**config.mk**
```make
export PLATFORM = sky130hd
export DESIGN_NAME = cvxif_subsys_top
export DESIGN_NICKNAME = d
export VERILOG_FILES = /design/src/logic/cvxif_pkg.sv /design/src/logic/copro_decoder.sv /design/src/logic/copro_exec.sv /design/src/logic/cvxif_issue_ctrl.sv /design/src/logic/cvxif_fu.sv /design/src/logic/cvxif_subsys_top.sv
export VERILOG_INCLUDE_DIRS = /design/src /design/src/include
export SDC_FILE = /design/constraint.sdc
export NUM_CORES = 2
export LEC_CHECK = 0
export BUFFER_PORTS_ARGS = -buffer_cell sky130_fd_sc_hd__buf_2
export CAP_MARGIN = 10
export CORE_MARGIN = 2
export CORE_UTILIZATION = 30
export CTS_CLUSTER_SIZE = 25
export DETAILED_ROUTE_END_ITERATION = 6
export SLEW_MARGIN = 10
export SYNTH_ARGS = -nofsm -noshare
export SYNTH_HDL_FRONTEND = slang
export SYNTH_SLANG_ARGS = --single-unit
```
**constraint.sdc**
```tcl
create_clock -name clk_i -period 13.1 [get_ports clk_i]
set_input_delay 1.31 -clock clk_i [delete_from_list [all_inputs] [get_ports clk_i]]
set_output_delay 1.31 -clock clk_i [all_outputs]
set_load 0.03 [all_outputs]
```
**src/include/cvxif_settings.svh**
```systemverilog
/*
 * Build settings for the coprocessor offload subsystem
 *   data width, transaction ID width, tval enable, accepted opcode
 */
`ifndef CVXIF_SETTINGS_SVH
`define CVXIF_SETTINGS_SVH

// Data width of the operands and the result
`define CVXIF_XLEN 32

// Width of the transaction ID carried from issue to writeback
`define CVXIF_TRANS_ID_BITS 3

// Exception tval carries the trapping instruction word when set
`define CVXIF_TVAL_EN 1

// Custom-0 major opcode
`define CVXIF_OPCODE 7'b0001011

`endif

```
**src/logic/cvxif_pkg.sv**
```systemverilog
/*
 * Shared types of the coprocessor offload subsystem
 *   - illegal instruction cause code
 *   - coprocessor operation encoding
 *   - issue request and decode verdict
 *   - result, exception and writeback records
 */
`include "cvxif_settings.svh"

package cvxif_pkg;

  // Cause code raised for a rejected instruction
  localparam logic [`CVXIF_XLEN-1:0] ILLEGAL_INSTR = 2;

  // Operation of an accepted instruction
  typedef enum logic [2:0] {
    ADD,
    SUB,
    XOR,
    // Low half of the product
    MUL,
    // Unsigned minimum
    MINU,
    // Completes without writing a register
    NOWB
  } copro_op_e;

  // Request handed to the coprocessor at issue
  typedef struct packed {
    logic [31:0]                      instr;
    logic [`CVXIF_XLEN-1:0]           rs1;
    logic [`CVXIF_XLEN-1:0]           rs2;
    logic [`CVXIF_TRANS_ID_BITS-1:0]  id;
  } x_issue_req_t;

  // Decoder verdict, valid in the issue cycle
  typedef struct packed {
    logic       accept;
    copro_op_e  op;
    logic       we;
    logic [4:0] rd;
  } x_decode_t;

  // Result record returned by the execute pipeline
  typedef struct packed {
    logic [`CVXIF_TRANS_ID_BITS-1:0]  id;
    logic [`CVXIF_XLEN-1:0]           data;
    logic                             we;
    logic [4:0]                       rd;
  } x_result_t;

  // Exception record beside the writeback
  typedef struct packed {
    logic                   valid;
    logic [`CVXIF_XLEN-1:0] cause;
    logic [`CVXIF_XLEN-1:0] tval;
  } exception_t;

  // Writeback bundle, strobe and exception travel beside it
  typedef struct packed {
    logic [`CVXIF_TRANS_ID_BITS-1:0]  trans_id;
    logic [`CVXIF_XLEN-1:0]           result;
    logic                             we;
    logic [4:0]                       rd;
  } x_wb_t;

endpackage

```
**src/logic/copro_decoder.sv**
```systemverilog
/*
 * Coprocessor decoder
 *   accepts or rejects an offloaded instruction
 *   selects operation, write enable and destination register
 */
`timescale 1ns/1ps
`include "cvxif_settings.svh"

module copro_decoder (
  input  logic [31:0]           instr_i,
  output cvxif_pkg::x_decode_t  decode_o
);

  logic [6:0] opcode;
  logic [2:0] funct3;
  logic [6:0] funct7;

  // R-type fields
  assign opcode = instr_i[6:0];
  assign funct3 = instr_i[14:12];
  assign funct7 = instr_i[31:25];

  always_comb begin
    // Reject by default
    decode_o.accept = 1'b0;
    decode_o.op     = cvxif_pkg::NOWB;
    decode_o.we     = 1'b0;
    // Destination always taken from the rd field
    decode_o.rd     = instr_i[11:7];

    // Only custom-0 with funct7 zero is considered
    if (opcode == `CVXIF_OPCODE && funct7 == 7'd0) begin
      case (funct3)
        3'd0: begin
          decode_o.accept = 1'b1;
          decode_o.op     = cvxif_pkg::ADD;
          decode_o.we     = 1'b1;
        end
        3'd1: begin
          decode_o.accept = 1'b1;
          decode_o.op     = cvxif_pkg::SUB;
          decode_o.we     = 1'b1;
        end
        3'd2: begin
          decode_o.accept = 1'b1;
          decode_o.op     = cvxif_pkg::XOR;
          decode_o.we     = 1'b1;
        end
        3'd3: begin
          decode_o.accept = 1'b1;
          decode_o.op     = cvxif_pkg::MUL;
          decode_o.we     = 1'b1;
        end
        3'd4: begin
          decode_o.accept = 1'b1;
          decode_o.op     = cvxif_pkg::MINU;
          decode_o.we     = 1'b1;
        end
        // Accepted, but nothing to write
        3'd7: begin
          decode_o.accept = 1'b1;
          decode_o.op     = cvxif_pkg::NOWB;
        end
        // funct3 5 and 6 are reserved
        default: decode_o.accept = 1'b0;
      endcase
    end
  end

endmodule

```
**src/logic/copro_exec.sv**
```systemverilog
/*
 * Two-stage coprocessor execute pipeline
 *   stage one captures operands and starts the multiply
 *   stage two finishes the operation and registers the result record
 */
`timescale 1ns/1ps
`include "cvxif_settings.svh"

module copro_exec (
  input  logic                    clk_i,
  input  logic                    rst_i,
  input  logic                    req_valid_i,
  input  cvxif_pkg::x_issue_req_t req_i,
  input  cvxif_pkg::x_decode_t    decode_i,
  output logic                    result_valid_o,
  output cvxif_pkg::x_result_t    result_o
);

  localparam int XLEN = `CVXIF_XLEN;
  localparam int HALF = XLEN / 2;

  // Stage one record with the partial products of the multiply
  typedef struct packed {
    logic [XLEN-1:0]                 rs1;
    logic [XLEN-1:0]                 rs2;
    cvxif_pkg::copro_op_e            op;
    logic [`CVXIF_TRANS_ID_BITS-1:0] id;
    logic                            we;
    logic [4:0]                      rd;
    logic [XLEN-1:0]                 mul_ll;
    logic [HALF-1:0]                 mul_cross;
  } s1_t;

  logic                 accepted;
  logic [XLEN-1:0]      rs1_lo_ext;
  logic [XLEN-1:0]      rs2_lo_ext;
  s1_t                  s1_d;
  s1_t                  s1_q;
  logic                 s1_valid_q;
  logic [XLEN-1:0]      mul_data;
  logic [XLEN-1:0]      exec_data;
  cvxif_pkg::x_result_t result_d;
  cvxif_pkg::x_result_t result_q;
  logic                 result_valid_q;

  // Only accepted requests enter the pipeline
  assign accepted = req_valid_i & decode_i.accept;

  // Low halves widened so the product keeps all its bits
  assign rs1_lo_ext = {{HALF{1'b0}}, req_i.rs1[HALF-1:0]};
  assign rs2_lo_ext = {{HALF{1'b0}}, req_i.rs2[HALF-1:0]};

  always_comb begin
    s1_d.rs1    = req_i.rs1;
    s1_d.rs2    = req_i.rs2;
    s1_d.op     = decode_i.op;
    s1_d.id     = req_i.id;
    s1_d.we     = decode_i.we;
    s1_d.rd     = decode_i.rd;
    // Low x low gives the full lower product
    s1_d.mul_ll = rs1_lo_ext * rs2_lo_ext;
    // Cross terms only matter modulo 2^HALF and high x high drops out
    s1_d.mul_cross = req_i.rs1[HALF-1:0] * req_i.rs2[XLEN-1:HALF]
                   + req_i.rs1[XLEN-1:HALF] * req_i.rs2[HALF-1:0];
  end

  // Stage one valid
  always_ff @(posedge clk_i) begin
    if (rst_i) begin
      s1_valid_q <= 1'b0;
    end else begin
      s1_valid_q <= accepted;
    end
  end

  // Stage one payload
  always_ff @(posedge clk_i) begin
    if (accepted) begin
      s1_q <= s1_d;
    end
  end

  // Finish the multiply by shifting the cross terms into the top half
  assign mul_data = s1_q.mul_ll + {s1_q.mul_cross, {HALF{1'b0}}};

  always_comb begin
    case (s1_q.op)
      cvxif_pkg::ADD:  exec_data = s1_q.rs1 + s1_q.rs2;
      cvxif_pkg::SUB:  exec_data = s1_q.rs1 - s1_q.rs2;
      cvxif_pkg::XOR:  exec_data = s1_q.rs1 ^ s1_q.rs2;
      cvxif_pkg::MUL:  exec_data = mul_data;
      cvxif_pkg::MINU: exec_data = (s1_q.rs1 < s1_q.rs2) ? s1_q.rs1 : s1_q.rs2;
      // NOWB returns zero
      default:         exec_data = '0;
    endcase
    result_d.id   = s1_q.id;
    result_d.data = exec_data;
    result_d.we   = s1_q.we;
    result_d.rd   = s1_q.rd;
  end

  // Stage two valid
  always_ff @(posedge clk_i) begin
    if (rst_i) begin
      result_valid_q <= 1'b0;
    end else begin
      result_valid_q <= s1_valid_q;
    end
  end

  // Stage two payload
  always_ff @(posedge clk_i) begin
    if (s1_valid_q) begin
      result_q <= result_d;
    end
  end

  assign result_valid_o = result_valid_q;
  assign result_o       = result_q;

  // Accepted request returns its own result exactly two cycles later
  property p_exec_latency;
    @(posedge clk_i) disable iff (rst_i)
      accepted |-> ##2 (result_valid_o && result_o.id == $past(req_i.id, 2));
  endproperty
  a_exec_latency: assert property (p_exec_latency)
    else $error("copro_exec: result missing or wrong id two cycles after accept");

endmodule

```
**src/logic/cvxif_issue_ctrl.sv**
```systemverilog
/*
 * Issue control for the coprocessor
 *   packs the issue signals into a coprocessor request
 *   two-stage delay line for rejected instructions
 */
`timescale 1ns/1ps
`include "cvxif_settings.svh"

module cvxif_issue_ctrl (
  input  logic                            clk_i,
  input  logic                            rst_i,
  input  logic                            issue_valid_i,
  input  logic [31:0]                     issue_instr_i,
  input  logic [`CVXIF_XLEN-1:0]          issue_rs1_i,
  input  logic [`CVXIF_XLEN-1:0]          issue_rs2_i,
  input  logic [`CVXIF_TRANS_ID_BITS-1:0] issue_trans_id_i,
  input  logic                            accept_i,
  output logic                            req_valid_o,
  output cvxif_pkg::x_issue_req_t         req_o,
  output logic                            x_illegal_o,
  output logic [`CVXIF_TRANS_ID_BITS-1:0] x_trans_id_o,
  output logic [31:0]                     x_off_instr_o
);

  // One entry of the reject line
  typedef struct packed {
    logic [`CVXIF_TRANS_ID_BITS-1:0] trans_id;
    logic [31:0]                     instr;
  } rej_entry_t;

  logic       push;
  rej_entry_t rej_d;
  logic [1:0] rej_valid_q;
  rej_entry_t rej0_q;
  rej_entry_t rej1_q;

  // Request goes out in the issue cycle
  assign req_valid_o = issue_valid_i;
  assign req_o.instr = issue_instr_i;
  assign req_o.rs1   = issue_rs1_i;
  assign req_o.rs2   = issue_rs2_i;
  assign req_o.id    = issue_trans_id_i;

  // Decoder said no, so the instruction takes the reject path
  assign push           = issue_valid_i & ~accept_i;
  assign rej_d.trans_id = issue_trans_id_i;
  assign rej_d.instr    = issue_instr_i;

  // Valid tags matched to the execute pipeline depth
  always_ff @(posedge clk_i) begin
    if (rst_i) begin
      rej_valid_q <= 2'b00;
    end else begin
      rej_valid_q <= {rej_valid_q[0], push};
    end
  end

  // Payload moves only behind a valid tag
  always_ff @(posedge clk_i) begin
    if (push) begin
      rej0_q <= rej_d;
    end
    if (rej_valid_q[0]) begin
      rej1_q <= rej0_q;
    end
  end

  assign x_illegal_o   = rej_valid_q[1];
  assign x_trans_id_o  = rej1_q.trans_id;
  assign x_off_instr_o = rej1_q.instr;

  // Rejected issue comes back as illegal two cycles later with its own ID and word
  property p_reject_latency;
    @(posedge clk_i) disable iff (rst_i)
      push |-> ##2 (x_illegal_o &&
                    x_trans_id_o == $past(issue_trans_id_i, 2) &&
                    x_off_instr_o == $past(issue_instr_i, 2));
  endproperty
  a_reject_latency: assert property (p_reject_latency)
    else $error("cvxif_issue_ctrl: reject missing or wrong two cycles after issue");

endmodule

```
**src/logic/cvxif_fu.sv**
```systemverilog
/*
 * Coprocessor functional unit
 *   merges results and illegal-instruction exceptions onto one writeback
 */
`timescale 1ns/1ps
`include "cvxif_settings.svh"

module cvxif_fu #(
  parameter type exception_t = cvxif_pkg::exception_t,
  parameter type x_result_t  = cvxif_pkg::x_result_t
) (
  input  logic                            x_illegal_i,
  input  logic [`CVXIF_TRANS_ID_BITS-1:0] x_trans_id_i,
  input  logic [31:0]                     x_off_instr_i,
  input  logic                            result_valid_i,
  input  x_result_t                       result_i,
  output logic                            wb_valid_o,
  output cvxif_pkg::x_wb_t                wb_o,
  output exception_t                      x_exception_o
);

  // Either source completes the instruction
  assign wb_valid_o = x_illegal_i | result_valid_i;

  always_comb begin
    // Illegal wins the trans ID, sources never overlap anyway
    wb_o.trans_id = x_illegal_i ? x_trans_id_i : result_i.id;
    wb_o.result   = result_i.data;
    // No register write unless a real result is present
    wb_o.we       = result_valid_i & result_i.we;
    wb_o.rd       = result_i.rd;
  end

  // Illegal-instruction exception
  always_comb begin
    x_exception_o       = '0;
    x_exception_o.valid = x_illegal_i;
    if (x_illegal_i) begin
      x_exception_o.cause = cvxif_pkg::ILLEGAL_INSTR;
      // Trapping instruction word as tval
      if (`CVXIF_TVAL_EN != 0) begin
        x_exception_o.tval[31:0] = x_off_instr_i;
      end
    end
  end

  // Both paths are two cycles deep, one completion per cycle at most
  always_comb begin
    a_one_source: assert final (!(x_illegal_i && result_valid_i))
      else $error("cvxif_fu: illegal and result complete in the same cycle");
  end

endmodule

```
**src/logic/cvxif_subsys_top.sv**
```systemverilog
/*
 * Coprocessor offload subsystem top level
 *   issue control, decoder, execute pipeline, functional unit
 *   every instruction writes back two cycles after issue
 */
`timescale 1ns/1ps
`include "cvxif_settings.svh"

module cvxif_subsys_top (
  input  logic                            clk_i,
  input  logic                            rst_i,
  input  logic                            issue_valid_i,
  input  logic [31:0]                     issue_instr_i,
  input  logic [`CVXIF_XLEN-1:0]          issue_rs1_i,
  input  logic [`CVXIF_XLEN-1:0]          issue_rs2_i,
  input  logic [`CVXIF_TRANS_ID_BITS-1:0] issue_trans_id_i,
  output logic                            wb_valid_o,
  output cvxif_pkg::x_wb_t                wb_o,
  output cvxif_pkg::exception_t           wb_exception_o
);

  // Issue request to the coprocessor
  logic                            req_valid;
  cvxif_pkg::x_issue_req_t         req;

  // Decoder verdict, same cycle as the request
  cvxif_pkg::x_decode_t            decode;

  // Execute pipeline output
  logic                            result_valid;
  cvxif_pkg::x_result_t            result;

  // Reject line output
  logic                            x_illegal;
  logic [`CVXIF_TRANS_ID_BITS-1:0] x_trans_id;
  logic [31:0]                     x_off_instr;

  // Request packing and reject delay line
  cvxif_issue_ctrl issue_ctrl0 (
    .clk_i            (clk_i),
    .rst_i            (rst_i),
    .issue_valid_i    (issue_valid_i),
    .issue_instr_i    (issue_instr_i),
    .issue_rs1_i      (issue_rs1_i),
    .issue_rs2_i      (issue_rs2_i),
    .issue_trans_id_i (issue_trans_id_i),
    .accept_i         (decode.accept),
    .req_valid_o      (req_valid),
    .req_o            (req),
    .x_illegal_o      (x_illegal),
    .x_trans_id_o     (x_trans_id),
    .x_off_instr_o    (x_off_instr)
  );

  // Accept or reject
  copro_decoder decoder0 (
    .instr_i  (req.instr),
    .decode_o (decode)
  );

  // Two-stage execute
  copro_exec exec0 (
    .clk_i          (clk_i),
    .rst_i          (rst_i),
    .req_valid_i    (req_valid),
    .req_i          (req),
    .decode_i       (decode),
    .result_valid_o (result_valid),
    .result_o       (result)
  );

  // Merge onto the writeback port
  cvxif_fu #(
    .exception_t (cvxif_pkg::exception_t),
    .x_result_t  (cvxif_pkg::x_result_t)
  ) fu0 (
    .x_illegal_i    (x_illegal),
    .x_trans_id_i   (x_trans_id),
    .x_off_instr_i  (x_off_instr),
    .result_valid_i (result_valid),
    .result_i       (result),
    .wb_valid_o     (wb_valid_o),
    .wb_o           (wb_o),
    .x_exception_o  (wb_exception_o)
  );

endmodule

```
=== Word-level counts from Yosys, hierarchy flattened ===
Cells that the tools add are included.

* Add/sub/neg operators: 4
* Multipliers: 3
* Multiplexer cells: 8
* Bitwise gates (word level): 6
* Magnitude comparators: 1
* Eq/ne operators: 10
* Reductions and logical operators: 6

{| class="wikitable"
|+ Operators by type and width
! cell !! number
|-
| case mux 32 bit (5 select lines) || 1
|-
| adder 32 bit || 2
|-
| 2-to-1 mux 34 bit || 1
|-
| < comparator 32 bit || 1
|-
| multiplier 16 x 16 -> 16 bit || 2
|-
| multiplier 16 x 16 -> 32 bit || 1
|-
| 2-to-1 mux 32 bit || 1
|-
| subtractor 32 bit || 1
|-
| XOR 32 bit || 1
|-
| adder 16 bit || 1
|-
| case mux 3 bit (5 select lines) || 1
|-
| equality test 3 x 2 -> 1 bit, second input constant || 4
|-
| equality test 3 bit, second input constant || 3
|-
| equality test 7 x 4 -> 1 bit, second input constant || 1
|-
| logical NOT 7 bit || 1
|-
| equality test 3 x 1 -> 1 bit, second input constant || 2
|-
| logical NOT 3 bit || 2
|-
| OR reduction 6 bit || 1
|-
| 2-to-1 mux 5 bit || 1
|-
| OR reduction 5 bit || 1
|-
| AND 1 bit || 3
|-
| 2-to-1 mux 3 bit || 1
|-
| 2-to-1 mux 1 bit || 2
|-
| logical AND 1 bit || 1
|-
| other kinds (2) || 2
|}

* Output and inout port bits: 107
* Bits of input ports: 102
* Flip-flop bits (word level): 239

=== Longest topological paths before layout ===
* Word-level depth: 6
* Mapped depth: 25

=== Cells and area by module ===
From an unflattened synthesis, not the netlist that was laid out.

* Cell total of the unflattened synthesis: 3162
* Area total of the unflattened synthesis: 30689.4 um^2

{| class="wikitable"
|+ By module, submodules not included
! module !! instances !! area an instance (um^2) !! cells each
|-
| copro_exec || 1 || 26786.9 || 2858
|-
| cvxif_issue_ctrl || 1 || 2917.8 || 175
|-
| cvxif_fu || 1 || 832.0 || 112
|-
| copro_decoder || 1 || 152.6 || 17
|}

=== Worst setup path before layout ===
OpenSTA, ideal clock, no wires.

* Path type: input-to-reg
* Start: input issue_rs1_i[12]
* End: register exec0.s1_q[15] in the netlist's numbering, data pin
* Setup time: 0.260 ns
* Path buffers: 2
* Stages: 24
* Required time: 12.840 ns
* Slack: 5.719 ns
* Arrival: 7.122 ns
* Path through: clkbuf_1 clkbuf_1 nand2_1 fa_1 inv_1 fa_1 inv_1 fa_1 inv_1 fa_1 inv_1 fa_1 fa_1 inv_1 fa_1 fa_1 xor2_1 xnor2_1 xnor2_1 xnor2_1 xnor2_1 xnor2_1 xnor2_1 xnor2_1

{| class="wikitable"
|+ RTL lines
! what !! line !! text
|-
| start: declaration || cvxif_subsys_top.sv:14 || <nowiki>input logic [`CVXIF_XLEN-1:0] issue_rs1_i,</nowiki>
|-
| end signal: assignment || copro_exec.sv:79 || <nowiki>s1_q <= s1_d;</nowiki>
|-
| end: declaration || copro_exec.sv:38 || <nowiki>s1_t s1_q;</nowiki>
|}

==> results.sh <==
export IMPL_rr_endpoint="exec0.result_o[32]"
export IMPL_start_util_pct=30.3
export IMPL_hpwlAfterDp_um=65000
export IMPL_r2r_slack_ns=9.12
export IMPL_ios=209
export IMPL_post_cts_buffers=0
export IMPL_cp_end_kind="flop"
export IMPL_rows=115
export IMPL_drv_cap=0
export IMPL_cts_tree="yes"
export IMPL_cp_start_kind="primary input"
export IMPL_async_reset_ff_share_pct=0
export IMPL_whs_ns=0.416
export IMPL_fillers=10100
export IMPL_avgSynthCellArea_um2=9.69
export IMPL_grt_use_met1_pct=24.4
export IMPL_dr_pass1_iters=5
export IMPL_hold_viol_final=0
export IMPL_vdd_drop_max_uv=627
export IMPL_criticalPathCategory="in -> reg"
export IMPL_critical_path_startpoint="issue_rs1_i[3]"
export IMPL_die_area_um2=102000
export IMPL_root_buffer="clkbuf_16"
export IMPL_synthFlopType="edfxtp_1"
export IMPL_num_vias=22000
export IMPL_drc=0
export IMPL_grt_overflow_total=0
export IMPL_cts_htree_levels=1
export IMPL_final_common_cell="inv_1"
export IMPL_seq_area_frac_synth_pct=23.9
export IMPL_hold_buffers=0
export IMPL_synth_top_family_by_area="adder cells"
export IMPL_drtIter0Drc=1788
export IMPL_grt_pass1_vias=21800
export IMPL_final_nets=3882
export IMPL_r2r_start="exec0.s1_q[68]"
export IMPL_syn_area_um2=29900
export IMPL_reg2regPathDepth=11
export IMPL_fin_crit_sh_pct=57.2
export IMPL_numCtsBuffers=28
export IMPL_cts_resized=0
export IMPL_grt_pass1_wl_um=131000
export IMPL_status="finished, final reports clean"
export IMPL_drive_above_1_share_pct=8.64
export IMPL_min_path_type="reg -> reg"
export IMPL_cellLeakagePower_nw=14.6
export IMPL_numPortBuffers=177
export IMPL_grt_max_degree=47
export IMPL_grt_setup_unrepaired="no"
export IMPL_synth_edf_count=235
export IMPL_synth_compound_area_share_pct=9.04
export IMPL_yosysTopAreaCellShare_pct=25.5
export IMPL_yosysUniqueCellTypes=82
export IMPL_cts_sinks=239
export IMPL_post_drt_wl_per_cell_um=19.2
export IMPL_fmax_mhz=134
export IMPL_clock_latency_ns=0.59
export IMPL_wirelength_um=85200
export IMPL_synth_fa_ha_area_share_pct=37.0
export IMPL_place_congestion=0.876
export IMPL_grt_use_met2_pct=25.4
export IMPL_synth_mux_area_share_pct=1.43
export IMPL_slew_limit_headroom_pct=32.8
export IMPL_clockBufferDepth=3
export IMPL_required_ns=13.40
export IMPL_place_inst=4383
export IMPL_grt_busiest_layer="met2"
export IMPL_finalSetupViolCount=0
export IMPL_grt_use_total_pct=16.5
export IMPL_grt_antenna_before_repair=10
export IMPL_antenna_left=0
export IMPL_critical_path_arrival_ns=7.80
export IMPL_core_um2=98600
export IMPL_yosysTopAreaCell="fa_1"
export IMPL_cp_max_fo=30
export IMPL_final_cell_mix="inv_1 (496), fa_1 (381), nand2_1 (352)"
export IMPL_area_growth_syn_to_layout_pct=8.59
export IMPL_worst_slew_pin_slew_ns=1.01
export IMPL_synthSimpleGateAreaFrac_pct=15.0
export IMPL_fin_skew_ns=0.0138
export IMPL_diodes=0
export IMPL_ys_ff_latch=239
export IMPL_postSynthCellCount=3083
export IMPL_ys_warn_count=0
export IMPL_fp_dieH_um=320
export IMPL_power_density_nw_per_um2=260
export IMPL_fin_setup_tns_ns=0
export IMPL_clk_pin_slew_ns=0.06
export IMPL_synth_xor_area_share_pct=3.75
export IMPL_synthTopCellsByArea="fa_1 (26%), edfxtp_1 (24%), ha_1 (11%)"
export IMPL_finalMaxSlewViolations=0
export IMPL_period_needed_ns=7.49
export IMPL_met3_usage_pct=2.70
export IMPL_finalNonFillerCells=4434
export IMPL_viasPerCell=4.95
export IMPL_fp_dieW_um=320
export IMPL_endpoint="exec0.s1_q[15]"
[flip-flops by register name (all words and copies together), names as in the netlist]
name,count
issue_ctrl0.x_off_instr_o,32
exec0.s1_valid_q,1
exec0.result_o,41
issue_ctrl0.x_trans_id_o,3
exec0.result_valid_o,1
exec0.result_d,9
exec0.s1_q,115
issue_ctrl0.rej0_q,35
issue_ctrl0.rej_valid_q,2
[final cells by class]
cell class                      count  area [µm²]  area share, %
Multi-Input combinational cell   2166       19900           61.4
Timing Repair Buffer              195        1020           3.15
Tap cell                         1287        1610           4.97
Inverter                          496        1860           5.74
Clock buffer                       34         723           2.23
Sequential cell                   239        7140           22.0
Clock inverter                     17         178          0.548
[per-stage QoR]
step	total power [mW]	worst slack (ns)	area, µm²	utilization (%)
after floorplan	5.83	5.72	30000	-
after global placement	7.56	5.07	31500	32.0
after detailed placement	7.64	5.07	31500	32.0
after CTS	8.47	5.67	32400	32.9
after global routing	9.28	5.40	32400	32.9
final	8.44	5.61	32400	32.9
[how the worst min path moves through the flow]
stage               slack (ns)  cells after the start                            end                   start
finish                    0.42                      0   issue_ctrl0.x_off_instr_o[9]   issue_ctrl0.rej0_q[9]
detailed placement        0.40                      0  issue_ctrl0.x_off_instr_o[18]  issue_ctrl0.rej0_q[18]
global route              0.43                      0  issue_ctrl0.x_off_instr_o[18]  issue_ctrl0.rej0_q[18]
CTS                       0.42                      0    issue_ctrl0.x_trans_id_o[1]  issue_ctrl0.rej0_q[33]
floorplan                 0.40                      0              exec0.result_o[0]       exec0.result_d[0]
global placement          0.40                      0   issue_ctrl0.x_off_instr_o[1]   issue_ctrl0.rej0_q[1]
[Yosys cell counts (14+ instances only)]
library cell	number
xnor2_1	100
a21o_1	24
fa_1	381
mux2i_1	36
o211ai_1	14
o221ai_1	14
nor2_1	122
nor3_1	29
nand2b_1	16
clkbuf_1	118
xor2_1	28
o21ai_0	76
nand2_1	352
a211oi_1	18
or3_1	16
edfxtp_1	235
o21a_1	15
ha_1	273
buf_4	74
inv_1	496
and2_1	286
nand3_1	21
a21oi_1	109
o22ai_1	14
nor2b_1	17
[cell families after synthesis]
family	after synthesis
AO/OA/AOI/OAI	402
XOR/XNOR	128
adder cells (fa/ha/maj)	654
buffers and inverters	708
flip-flops	239
multiplexers	42
other	1
AND/OR/NAND/NOR	909
[metal layers]
metal | share of wire, % | vias up | wire length (µm)
met4 | 2.2 | 8 | 1850
met2 | 43 | 894 | 36800
li1 | - | 9943 | -
met5 | 0.061 | - | 52
met3 | 7.6 | 126 | 6490
met1 | 47 | 11000 | 40100
[power by group]
group          total, mW  switching (mW)  internal [mW]
Clock              0.779           0.341          0.438
Combinational       6.47            3.76           2.71
Sequential          1.19         0.00449           1.19
Total               8.44            4.11           4.33
[worst max-delay path, stage by stage]
cell and delay (ns):
buf_2 0.63, nand2_1 0.17, fa_1 0.57, inv_1 0.05, fa_1 0.48, inv_1 0.06, fa_1 0.57, fa_1 0.45
fa_1 0.50, fa_1 0.50, inv_1 0.06, fa_1 0.46, fa_1 0.39, xor2_1 0.20, xnor2_1 0.16, xnor2_1 0.15
xnor2_1 0.11, xnor2_1 0.35, xnor2_1 0.15, xnor2_1 0.29, xnor2_1 0.16
No activity file was read; power rests on OpenSTA's default activity.
